### config.mk
export PLATFORM = sky130hd
export DESIGN_NAME = idma_legalizer_top
export DESIGN_NICKNAME = d
export VERILOG_FILES = /design/src/idma_pkg.sv /design/src/idma_legalizer_page_splitter.sv /design/src/idma_legalizer.sv /design/src/idma_transfer_tracker.sv /design/src/idma_legalizer_top.sv
export SDC_FILE = /design/constraint.sdc
export NUM_CORES = 1
export LEC_CHECK = 0
export BUFFER_PORTS_ARGS = -buffer_cell sky130_fd_sc_hd__buf_2
export CELL_PAD_IN_SITES_DETAIL_PLACEMENT = 1
export CELL_PAD_IN_SITES_GLOBAL_PLACEMENT = 2
export CORE_MARGIN = 1.5
export CORE_UTILIZATION = 38
export CTS_CLUSTER_SIZE = 20
export DETAILED_ROUTE_END_ITERATION = 12
export PLACE_DENSITY = 0.88
export SYNTH_ARGS = -nofsm -noshare
export SYNTH_HDL_FRONTEND = slang
export SYNTH_HIERARCHICAL = 1
export SYNTH_SLANG_ARGS = --single-unit
### constraint.sdc
create_clock -name clk_i -period 24.5 [get_ports clk_i]
set_input_delay 2.45 -clock clk_i [delete_from_list [all_inputs] [get_ports clk_i]]
set_output_delay 2.45 -clock clk_i [all_outputs]
set_load 0.05 [all_outputs]
### src/idma_pkg.sv
// idma legalizer package
// bus and page widths, address and length types, request, option and burst
// structs and the legalizer state encoding
package idma_pkg;

    // address and length widths of the 32-bit memory bus
    localparam int unsigned AddrWidth     = 32;
    localparam int unsigned LenWidth      = 32;

    // byte offset bits within one bus word
    localparam int unsigned OffsetWidth   = 2;

    // largest page is 4 KiB
    localparam int unsigned PageAddrWidth = 12;

    // log2 of the longest burst in beats (256 beats)
    localparam int unsigned FullBurstLlen = 8;

    // width of the user burst length limit
    localparam int unsigned MaxLlenWidth  = 3;

    // bursts counted per request
    localparam int unsigned BurstCntWidth = 16;

    // byte address
    typedef logic [AddrWidth-1:0]       addr_t;

    // transfer length in bytes
    typedef logic [LenWidth-1:0]        len_t;

    // bytes within one page with one extra bit so a full 4 KiB page fits
    typedef logic [PageAddrWidth:0]     page_len_t;

    // offset inside a page
    typedef logic [PageAddrWidth-1:0]   page_addr_t;

    // bursts per request
    typedef logic [BurstCntWidth-1:0]   burst_cnt_t;

    // log2 of the max burst length in beats
    typedef logic [MaxLlenWidth-1:0]    max_llen_t;

    // per-side options
    typedef struct packed {
        logic      not_bursting;
        logic      reduce_len;
        max_llen_t max_llen;
    } idma_side_opt_t;

    // one-dimensional copy request
    typedef struct packed {
        len_t           length;
        addr_t          src_addr;
        addr_t          dst_addr;
        idma_side_opt_t src_opt;
        idma_side_opt_t dst_opt;
    } idma_req_t;

    // one legal burst that crosses no page on either side
    typedef struct packed {
        addr_t     src_addr;
        addr_t     dst_addr;
        page_len_t len;
        logic      last;
    } idma_burst_t;

    // legalizer states
    typedef enum logic [0:0] {
        LEGALIZER_IDLE = 1'b0,
        LEGALIZER_BUSY = 1'b1
    } legalizer_state_e;

endpackage

### src/idma_legalizer_page_splitter.sv
// page splitter
// bytes left from one side's address up to the next page boundary, where
// the page size follows the side's burst options
`timescale 1ns/100ps

module idma_legalizer_page_splitter (
    // current byte address of this side
    input  idma_pkg::addr_t     addr_i,
    // side issues single beats only
    input  logic                not_bursting_i,
    // use the user limit instead of the full burst length
    input  logic                reduce_len_i,
    // user limit as log2 of beats
    input  idma_pkg::max_llen_t max_llen_i,
    // bytes until the page boundary
    output idma_pkg::page_len_t num_bytes_to_pb_o
);

    // 4 bits hold anything up to PageAddrWidth
    logic [3:0]           burst_addr_width;
    logic [3:0]           page_addr_width;
    idma_pkg::page_len_t  page_size;
    idma_pkg::page_addr_t page_offset;

    // log2 of the page in bytes
    always_comb begin : proc_addr_width
        // bursting page is one full burst of bus words
        burst_addr_width = 4'(idma_pkg::OffsetWidth) +
            (reduce_len_i ? 4'(max_llen_i) : 4'(idma_pkg::FullBurstLlen));
        if (not_bursting_i) begin
            // single beats use a page of one bus word
            page_addr_width = 4'(idma_pkg::OffsetWidth);
        end else if (burst_addr_width > 4'(idma_pkg::PageAddrWidth)) begin
            // never beyond 4 KiB
            page_addr_width = 4'(idma_pkg::PageAddrWidth);
        end else begin
            page_addr_width = burst_addr_width;
        end
    end

    // page size in bytes
    assign page_size = idma_pkg::page_len_t'(1) << page_addr_width;

    // address bits below the page width, picked bit by bit
    // since the slice bound moves with the options
    always_comb begin : proc_page_offset
        page_offset = '0;
        for (int unsigned i = 0; i < idma_pkg::PageAddrWidth; i++) begin
            page_offset[i] = (page_addr_width > i) ? addr_i[i] : 1'b0;
        end
    end

    // distance to the boundary is a whole page when aligned
    assign num_bytes_to_pb_o = page_size - {1'b0, page_offset};

endmodule

### src/idma_legalizer.sv
// transfer legalizer
// captures a copy request and cuts it into bursts that cross no page on
// either side, one burst per cycle until the length is used up
`timescale 1ns/100ps

module idma_legalizer (
    input  logic                 clk_i,
    input  logic                 rst_n_i,
    // request strobe without back-pressure
    input  logic                 req_valid_i,
    input  idma_pkg::idma_req_t  req_i,
    // a request is in progress
    output logic                 busy_o,
    // burst strobe that cannot be stalled
    output logic                 burst_valid_o,
    output idma_pkg::idma_burst_t burst_o
);

    // control state
    idma_pkg::legalizer_state_e state_d;
    idma_pkg::legalizer_state_e state_q;

    // current transfer loaded on accept and advanced each burst
    idma_pkg::addr_t        src_addr_q;
    idma_pkg::addr_t        dst_addr_q;
    idma_pkg::len_t         len_q;
    idma_pkg::idma_side_opt_t src_opt_q;
    idma_pkg::idma_side_opt_t dst_opt_q;

    // splitter results
    idma_pkg::page_len_t src_bytes_to_pb;
    idma_pkg::page_len_t dst_bytes_to_pb;

    // burst selection
    idma_pkg::page_len_t page_min;
    idma_pkg::page_len_t burst_len;
    logic                burst_last;
    logic                burst_valid;

    // request handling
    logic req_nonzero;
    logic accept;

    // page boundaries of both sides
    idma_legalizer_page_splitter i_src_splitter (
        .addr_i            ( src_addr_q            ),
        .not_bursting_i    ( src_opt_q.not_bursting ),
        .reduce_len_i      ( src_opt_q.reduce_len   ),
        .max_llen_i        ( src_opt_q.max_llen     ),
        .num_bytes_to_pb_o ( src_bytes_to_pb       )
    );

    idma_legalizer_page_splitter i_dst_splitter (
        .addr_i            ( dst_addr_q            ),
        .not_bursting_i    ( dst_opt_q.not_bursting ),
        .reduce_len_i      ( dst_opt_q.reduce_len   ),
        .max_llen_i        ( dst_opt_q.max_llen     ),
        .num_bytes_to_pb_o ( dst_bytes_to_pb       )
    );

    // one burst in every busy cycle
    assign burst_valid = (state_q == idma_pkg::LEGALIZER_BUSY);

    // burst length is the smallest of the two page limits and what is left
    always_comb begin : proc_burst_len
        // tighter of the two pages
        if (src_bytes_to_pb < dst_bytes_to_pb) begin
            page_min = src_bytes_to_pb;
        end else begin
            page_min = dst_bytes_to_pb;
        end
        // remaining length fits inside the page, so this is the final burst
        if (len_q <= idma_pkg::len_t'(page_min)) begin
            burst_len  = idma_pkg::page_len_t'(len_q);
            burst_last = burst_valid;
        end else begin
            burst_len  = page_min;
            burst_last = 1'b0;
        end
    end

    // zero-length requests are dropped
    assign req_nonzero = (req_i.length != '0);

    // state machine
    always_comb begin : proc_fsm
        state_d = state_q;
        accept  = 1'b0;
        case (state_q)
            idma_pkg::LEGALIZER_IDLE: begin
                if (req_valid_i && req_nonzero) begin
                    accept  = 1'b1;
                    state_d = idma_pkg::LEGALIZER_BUSY;
                end
            end
            idma_pkg::LEGALIZER_BUSY: begin
                // the edge ending the last burst can already take the next request
                if (burst_last) begin
                    if (req_valid_i && req_nonzero) begin
                        accept = 1'b1;
                    end else begin
                        state_d = idma_pkg::LEGALIZER_IDLE;
                    end
                end
            end
            default: begin
                state_d = idma_pkg::LEGALIZER_IDLE;
            end
        endcase
    end

    always_ff @(posedge clk_i or negedge rst_n_i) begin : proc_state
        if (!rst_n_i) begin
            state_q <= idma_pkg::LEGALIZER_IDLE;
        end else begin
            state_q <= state_d;
        end
    end

    // transfer registers
    always_ff @(posedge clk_i) begin : proc_transfer
        if (accept) begin
            // capture a fresh request
            src_addr_q <= req_i.src_addr;
            dst_addr_q <= req_i.dst_addr;
            len_q      <= req_i.length;
            src_opt_q  <= req_i.src_opt;
            dst_opt_q  <= req_i.dst_opt;
        end else if (burst_valid) begin
            // step past the burst just emitted
            src_addr_q <= src_addr_q + idma_pkg::addr_t'(burst_len);
            dst_addr_q <= dst_addr_q + idma_pkg::addr_t'(burst_len);
            len_q      <= len_q - idma_pkg::len_t'(burst_len);
        end
    end

    // outputs
    assign busy_o         = burst_valid;
    assign burst_valid_o  = burst_valid;
    assign burst_o.src_addr = src_addr_q;
    assign burst_o.dst_addr = dst_addr_q;
    assign burst_o.len      = burst_len;
    assign burst_o.last     = burst_last;

endmodule

### src/idma_transfer_tracker.sv
// transfer tracker
// counts the bursts of the request in progress and strobes completion
// with the final count one cycle after the last burst
`timescale 1ns/100ps

module idma_transfer_tracker (
    input  logic                 clk_i,
    input  logic                 rst_n_i,
    // burst strobe and its last flag
    input  logic                 burst_valid_i,
    input  logic                 burst_last_i,
    // completion strobe
    output logic                 done_o,
    // bursts of the finished request valid with done_o
    output idma_pkg::burst_cnt_t num_bursts_o
);

    // running count of the current request
    idma_pkg::burst_cnt_t cnt_q;
    // count including the burst seen this cycle
    idma_pkg::burst_cnt_t cnt_inc;
    // final count held for the done strobe
    idma_pkg::burst_cnt_t num_bursts_q;
    logic                 done_q;

    assign cnt_inc = cnt_q + idma_pkg::burst_cnt_t'(1);

    // running counter cleared once the request is complete
    always_ff @(posedge clk_i or negedge rst_n_i) begin : proc_count
        if (!rst_n_i) begin
            cnt_q <= '0;
        end else if (burst_valid_i) begin
            if (burst_last_i) begin
                cnt_q <= '0;
            end else begin
                cnt_q <= cnt_inc;
            end
        end
    end

    // single-cycle completion pulse
    always_ff @(posedge clk_i or negedge rst_n_i) begin : proc_done
        if (!rst_n_i) begin
            done_q <= 1'b0;
        end else begin
            done_q <= burst_valid_i & burst_last_i;
        end
    end

    // final count only looked at while done is high
    always_ff @(posedge clk_i) begin : proc_num_bursts
        if (burst_valid_i && burst_last_i) begin
            num_bursts_q <= cnt_inc;
        end
    end

    assign done_o       = done_q;
    assign num_bursts_o = num_bursts_q;

endmodule

### src/idma_legalizer_top.sv
// legalizer top level
// connects the transfer legalizer and the burst tracker to the ports
`timescale 1ns/100ps

module idma_legalizer_top (
    input  logic                  clk_i,
    input  logic                  rst_n_i,
    // request strobe and payload
    input  logic                  req_valid_i,
    input  idma_pkg::idma_req_t   req_i,
    // request in progress
    output logic                  busy_o,
    // legal bursts
    output logic                  burst_valid_o,
    output idma_pkg::idma_burst_t burst_o,
    // completion with burst count
    output logic                  done_o,
    output idma_pkg::burst_cnt_t  num_bursts_o
);

    // burst path shared by the outputs and the tracker
    logic                  burst_valid;
    idma_pkg::idma_burst_t burst;

    // request splitting
    idma_legalizer i_legalizer (
        .clk_i         ( clk_i       ),
        .rst_n_i       ( rst_n_i     ),
        .req_valid_i   ( req_valid_i ),
        .req_i         ( req_i       ),
        .busy_o        ( busy_o      ),
        .burst_valid_o ( burst_valid ),
        .burst_o       ( burst       )
    );

    // completion only needs the last flag
    idma_transfer_tracker i_tracker (
        .clk_i         ( clk_i        ),
        .rst_n_i       ( rst_n_i      ),
        .burst_valid_i ( burst_valid  ),
        .burst_last_i  ( burst.last   ),
        .done_o        ( done_o       ),
        .num_bursts_o  ( num_bursts_o )
    );

    assign burst_valid_o = burst_valid;
    assign burst_o       = burst;

endmodule

* Word-level counts from Yosys, hierarchy flattened *
Cells that the tools add are included.

word-level totals
  register bits = 140
  input bits = 109
  output and inout bits = 97
  logic and storage cells = 102

cells by class
  add/subtract/negate cells = 8
  $lt $le $gt $ge = 28
  shifts and indexed selects = 2
  mux-type cells = 45
  bitwise operators = 2
  reductions and logical operators = 4

operator list
  operator                                                              number
  32-bit two-way mux                                                    6
  32-bit by 13-bit adder with 32-bit output                             2
  4-bit > comparator, second input constant                             10
  4-bit by 3-bit > comparator with 1-bit output, second input constant  8
  32-bit by 13-bit <= comparator with 1-bit output                      1
  32-bit nonzero test                                                   1
  32-bit by 13-bit subtractor with 32-bit output                        1
  1-bit two-way mux                                                     28
  13-bit two-way mux                                                    2
  1-bit by 4-bit left shift with 13-bit output, first input constant    2
  13-bit by 12-bit subtractor with 13-bit output                        2
  4-bit two-way mux                                                     6
  16-bit by 1-bit adder with 16-bit output, second input constant       1
  4-bit by 1-bit > comparator with 1-bit output, second input constant  4
  4-bit by 2-bit > comparator with 1-bit output, second input constant  4
  16-bit two-way mux                                                    1
  13-bit < comparator                                                   1
  2-bit by 4-bit adder with 4-bit output, first input constant          2
  1-bit one-hot mux with 2 select lines                                 2
  1-bit logical AND                                                     2
  2-bit nonzero test                                                    1
  1-bit bitwise AND                                                     1
  1-bit inverter                                                        1

* Longest topological paths before layout *
  depth in word-level cells = 15
  gate-level depth with buffers = 45
  gate-level depth less buffers = 40

* Hierarchy *
Netlist, hierarchy kept.

by module, submodules not included
  module                        times used  cells each  area each (µm²)  seq. area each (µm²)
  idma_legalizer                1           932         8514.4           3208.1
  idma_legalizer_page_splitter  2           142         929.6            0.0
  idma_transfer_tracker         1           130         1585.3           905.9

* Worst setup path after synthesis *
OpenSTA, ideal clock, no wires.

  kind = register to output
  start = register i_legalizer/dst_opt_q[3] (netlist bit)
  end = output burst_o[3] (netlist bit)
  data arrival time = 6.718 ns
  required time = 22.050 ns
  setup slack = 15.332 ns
  stages on the path, launching flop included = 34
  buffers on the path = 5
  cells stage by stage = edfxtp_1 > buf_2 > and2_1 > ha_1 > buf_2 > xnor2_2 > a2bb2oi_1 > or3_1 > nand2b_1 > and2_1 > ha_1 > fa_1 > nor2b_1 > o211ai_1 > a21oi_1 > nor2_1 > xnor2_1 > inv_1 > ha_1 > and4_1 > a221oi_1 > o21ai_0 > clkbuf_1 > mux2_2 > inv_1 > ha_1 > a21o_1 > a21oi_1 > o21ai_0 > a2111oi_0 > o21bai_1 > buf_2 > buf_6 > mux2_4

RTL lines
  element                 line                      text
  from (decl)             idma_legalizer.sv:28      idma_pkg::idma_side_opt_t dst_opt_q;
  from (signal assigned)  idma_legalizer.sv:128     dst_opt_q <= req_i.dst_opt;
  to (decl)               idma_legalizer_top.sv:15  output idma_pkg::idma_burst_t burst_o,

==> flow_metrics.tcl <==
set metrics [dict create \
    ys_async_sr_fraction 0.129 \
    synth_cell_types 76 \
    synth_largest_area_cell "edfxtp_1" \
    ctsRootBufferMaster "clkbuf_16" \
    chipHeight_um 180 \
    final_max_slew_viol_count 0 \
    dp.final_hpwl_um 30500 \
    hp-start "i_tracker/cnt_q[14]" \
    row_count 64 \
    synth.top_cell.area_share 0.306 \
    num-fill-cells 3705 \
    ir_drop_uv 50.1 \
    r2r_slack_ps 13730 \
    hold_depth 1 \
    clkSinkCount 140 \
    avgViaCountPerCell 5.63 \
    max_stage_delay_ps 720 \
    slew_headroom 0.290 \
    synth-edff-count 122 \
    clockBufferDepth 2 \
    arrival_ps 8830 \
    final-setup-viol-count 0 \
    drcViolationCount 0 \
    grt_pass1_vias 11177 \
    post_cts_buffers 0 \
    cp_slowest_cell "nor2_1" \
    min_to "i_tracker/cnt_q[14]" \
    finalCritPeriodShare 0.460 \
    path_class "flop to primary output" \
    synth-seq-area-share 0.344 \
    area_delta_synth_final_pct 15.8 \
    tightest_slew_ps 1060 \
    crit_fanout 27 \
    final_nets 1727 \
    synthTopCellsByArea "edfxtp_1 (31%), ha_1 (9.5%), xnor2_1 (6.2%), nand2_1 (4.9%), a21oi_1 (4.3%)" \
    setup_tns_ps 0 \
    min_path_type "flop to flop" \
    grt_max_degree 83 \
    numCtsBuffers 17 \
    holdBufCountCts 0 \
    insertion_delay_ps 450 \
    hold_ws_ps 529 \
    num_vias 10890 \
    start_kind "flop" \
    endpoint_kind "primary output" \
    die_w_um 180 \
    wl_per_cell_um 20.2 \
    io_buffers 205 \
    initial_core_util 0.389 \
    fp.coreArea_um2 30700 \
    ys.flop_type "edfxtp_1" \
    p_leak_nw 5.76 \
    grtUsageTotal 0.242 \
    utilization 0.450 \
    postLayoutCellArea_um2 13900 \
    crit_family "compound AO/OA/AOI/OAI gates" \
    yosys_warnings 6 \
    drt_wl_total_um 39100 \
    cp.required_ps 22050 \
    synth_area_um2 12000 \
    min_period_ps 11280 \
    path_clk_slew_ps 70 \
    ys_ff_latch 140 \
    drt_iter0_drc 645 \
    r2r-end "i_legalizer/dst_addr_q[31]" \
    grt_pass1_wl_um 62000 \
    finalHoldViolCount 0 \
    post_cts_resized 0 \
    rsz0062_at_grt "false" \
    path_buf_inv 6 \
    maxCapViolations 0 \
    r2r-start "i_legalizer/dst_opt_q[3]" \
    finalClockSkew_ps 9.71 \
    status "completed" \
    die_area_um2 32500 \
    synthCells 1346 \
    r2r_cells 40 \
    drt-pass1-iter-count 7 \
    grt_overflow 0 \
    routabilityCongestion 0.929 \
    num_io_pins 206 \
    p_per_area_nw_per_um2 39.0 \
    placed_cell_area_um2 13200 \
    htreeDepth 4 \
    syn_avg_cell_area_um2 8.88 \
    antenna_found_initial 4 \
    synth_nets 1551 \
    drive_gt1_frac 0.190 \
    crit_top_cell "ha_1" \
    max_clock_freq_mhz 88.7 \
    cts_tree "yes" \
    ant_nets 0 \
]
how the worst max path moves through the flow:
stage / start / slack [ps] / to / cells after the start
2_1_floorplan: i_legalizer/dst_opt_q[3] / 15330 / burst_o[3] / 33
3_3_place_gp: i_legalizer/dst_opt_q[3] / 14190 / burst_o[0] / 32
3_5_place_dp: i_legalizer/dst_opt_q[3] / 13790 / burst_o[0] / 32
4_1_cts: i_legalizer/dst_opt_q[3] / 13230 / burst_o[0] / 32
5_1_grt: i_legalizer/dst_opt_q[3] / 12570 / burst_o[0] / 33
6_report: i_legalizer/dst_opt_q[3] / 13220 / burst_o[0] / 33
cells in the final DEF, fill, tap and decap left out, types with 7 or more instances in the layout:
cell and count:
nand2b_1 22, o21ai_1 14, dfrtp_1 18, inv_1 56
and3_1 10, mux2i_1 16, clkbuf_16 17, o21a_1 13
nand3b_1 7, buf_2 205, nor2b_1 27, xor2_1 31
o211ai_1 13, nand3_1 39, xnor2_1 84, nor3_1 31
nor4_1 24, mux2_2 20, a211oi_1 10, nor2_1 117
nand4_1 24, o31ai_1 7, a31oi_1 11, edfxtp_1 122
o21ai_0 86, a21oi_1 103, nand2_1 154, ha_1 91
a21o_1 26, and2_1 14
where the power goes:
| part | total (W) | switching, W | internal [W] |
|---|---|---|---|
| combinational | 0.0000112 | 0.00000485 | 0.00000631 |
| sequential | 0.000256 | 0 | 0.000256 |
| clock | 0.000273 | 0.000119 | 0.000154 |
layer usage:
metal,global-route usage,share of wire,vias to the layer above
met2,0.413,0.49,222
met3,0.0418,0.036,45
met5,0,0,-
met1,0.314,0.46,5357
li1,-,-,5266
met4,0.0716,0.020,0
sequential cells by signal (all words and copies together), names as in the netlist:
name	cells
i_legalizer/dst_addr_q	32
i_legalizer/len_q	32
i_legalizer/src_addr_q	32
i_tracker/cnt_q	16
i_tracker/num_bursts_o	16
i_legalizer/dst_opt_q	5
i_legalizer/src_opt_q	5
i_legalizer/burst_valid_o	1
i_tracker/done_o	1
cells in the mapped netlist (4+ instances only):
cell type and count:
nand2_1 155, edfxtp_1 122, nor2_1 117, a21oi_1 103, ha_1 91, o21ai_0 86, xnor2_1 84, inv_1 56
nand3_1 39, nor3_1 31, xor2_1 31, nor2b_1 27, a21o_1 26, nand4_1 24, nor4_1 24, nand2b_1 22
buf_2 20, mux2_2 20, dfrtp_1 18, clkbuf_1 17, mux2i_1 16, o21ai_1 15, and2_1 14, o211ai_1 13
o21a_1 13, a31oi_1 11, a211oi_1 10, and3_1 10, buf_6 8, nand3b_1 7, o31ai_1 7, mux2_4 6
o2111ai_1 6, fa_1 5, or3_1 5, a211o_1 4, a221oi_1 4, a22o_1 4, and4_1 4, buf_4 4
nor3_2 4, nor4b_1 4, or4_1 4
stage by stage:
step	instances	setup slack [ps]	power, W
4_1_cts	1931	13230	0.000548
2_1_floorplan	1346	15330	0.000261
6_report	1935	13220	0.000540
3_5_place_dp	1899	13790	0.000272
3_3_place_gp	1899	14190	0.000272
5_1_grt	1935	12570	0.000557
layout make-up:
type	count	area, µm²	area share
diodes	4	10.0	0.000723
clock buffers	17	425	0.0307
flip-flops and latches	140	4110	0.297
clock inverters	15	178	0.0128
repair buffers	211	1070	0.0773
multi-input cells	1093	7330	0.530
well taps	396	495	0.0358
inverters	59	223	0.0161
cell families after synthesis:
logic type      Yosys count  share of synthesized area
mux                      44                     0.0416
simple gates            505                      0.209
flops                   140                      0.344
fa+ha+maj                96                      0.104
xor+xnor                117                     0.0869
buf+inv                 113                     0.0452
compound gates          331                      0.169
(Power assumes the default switching activity.)
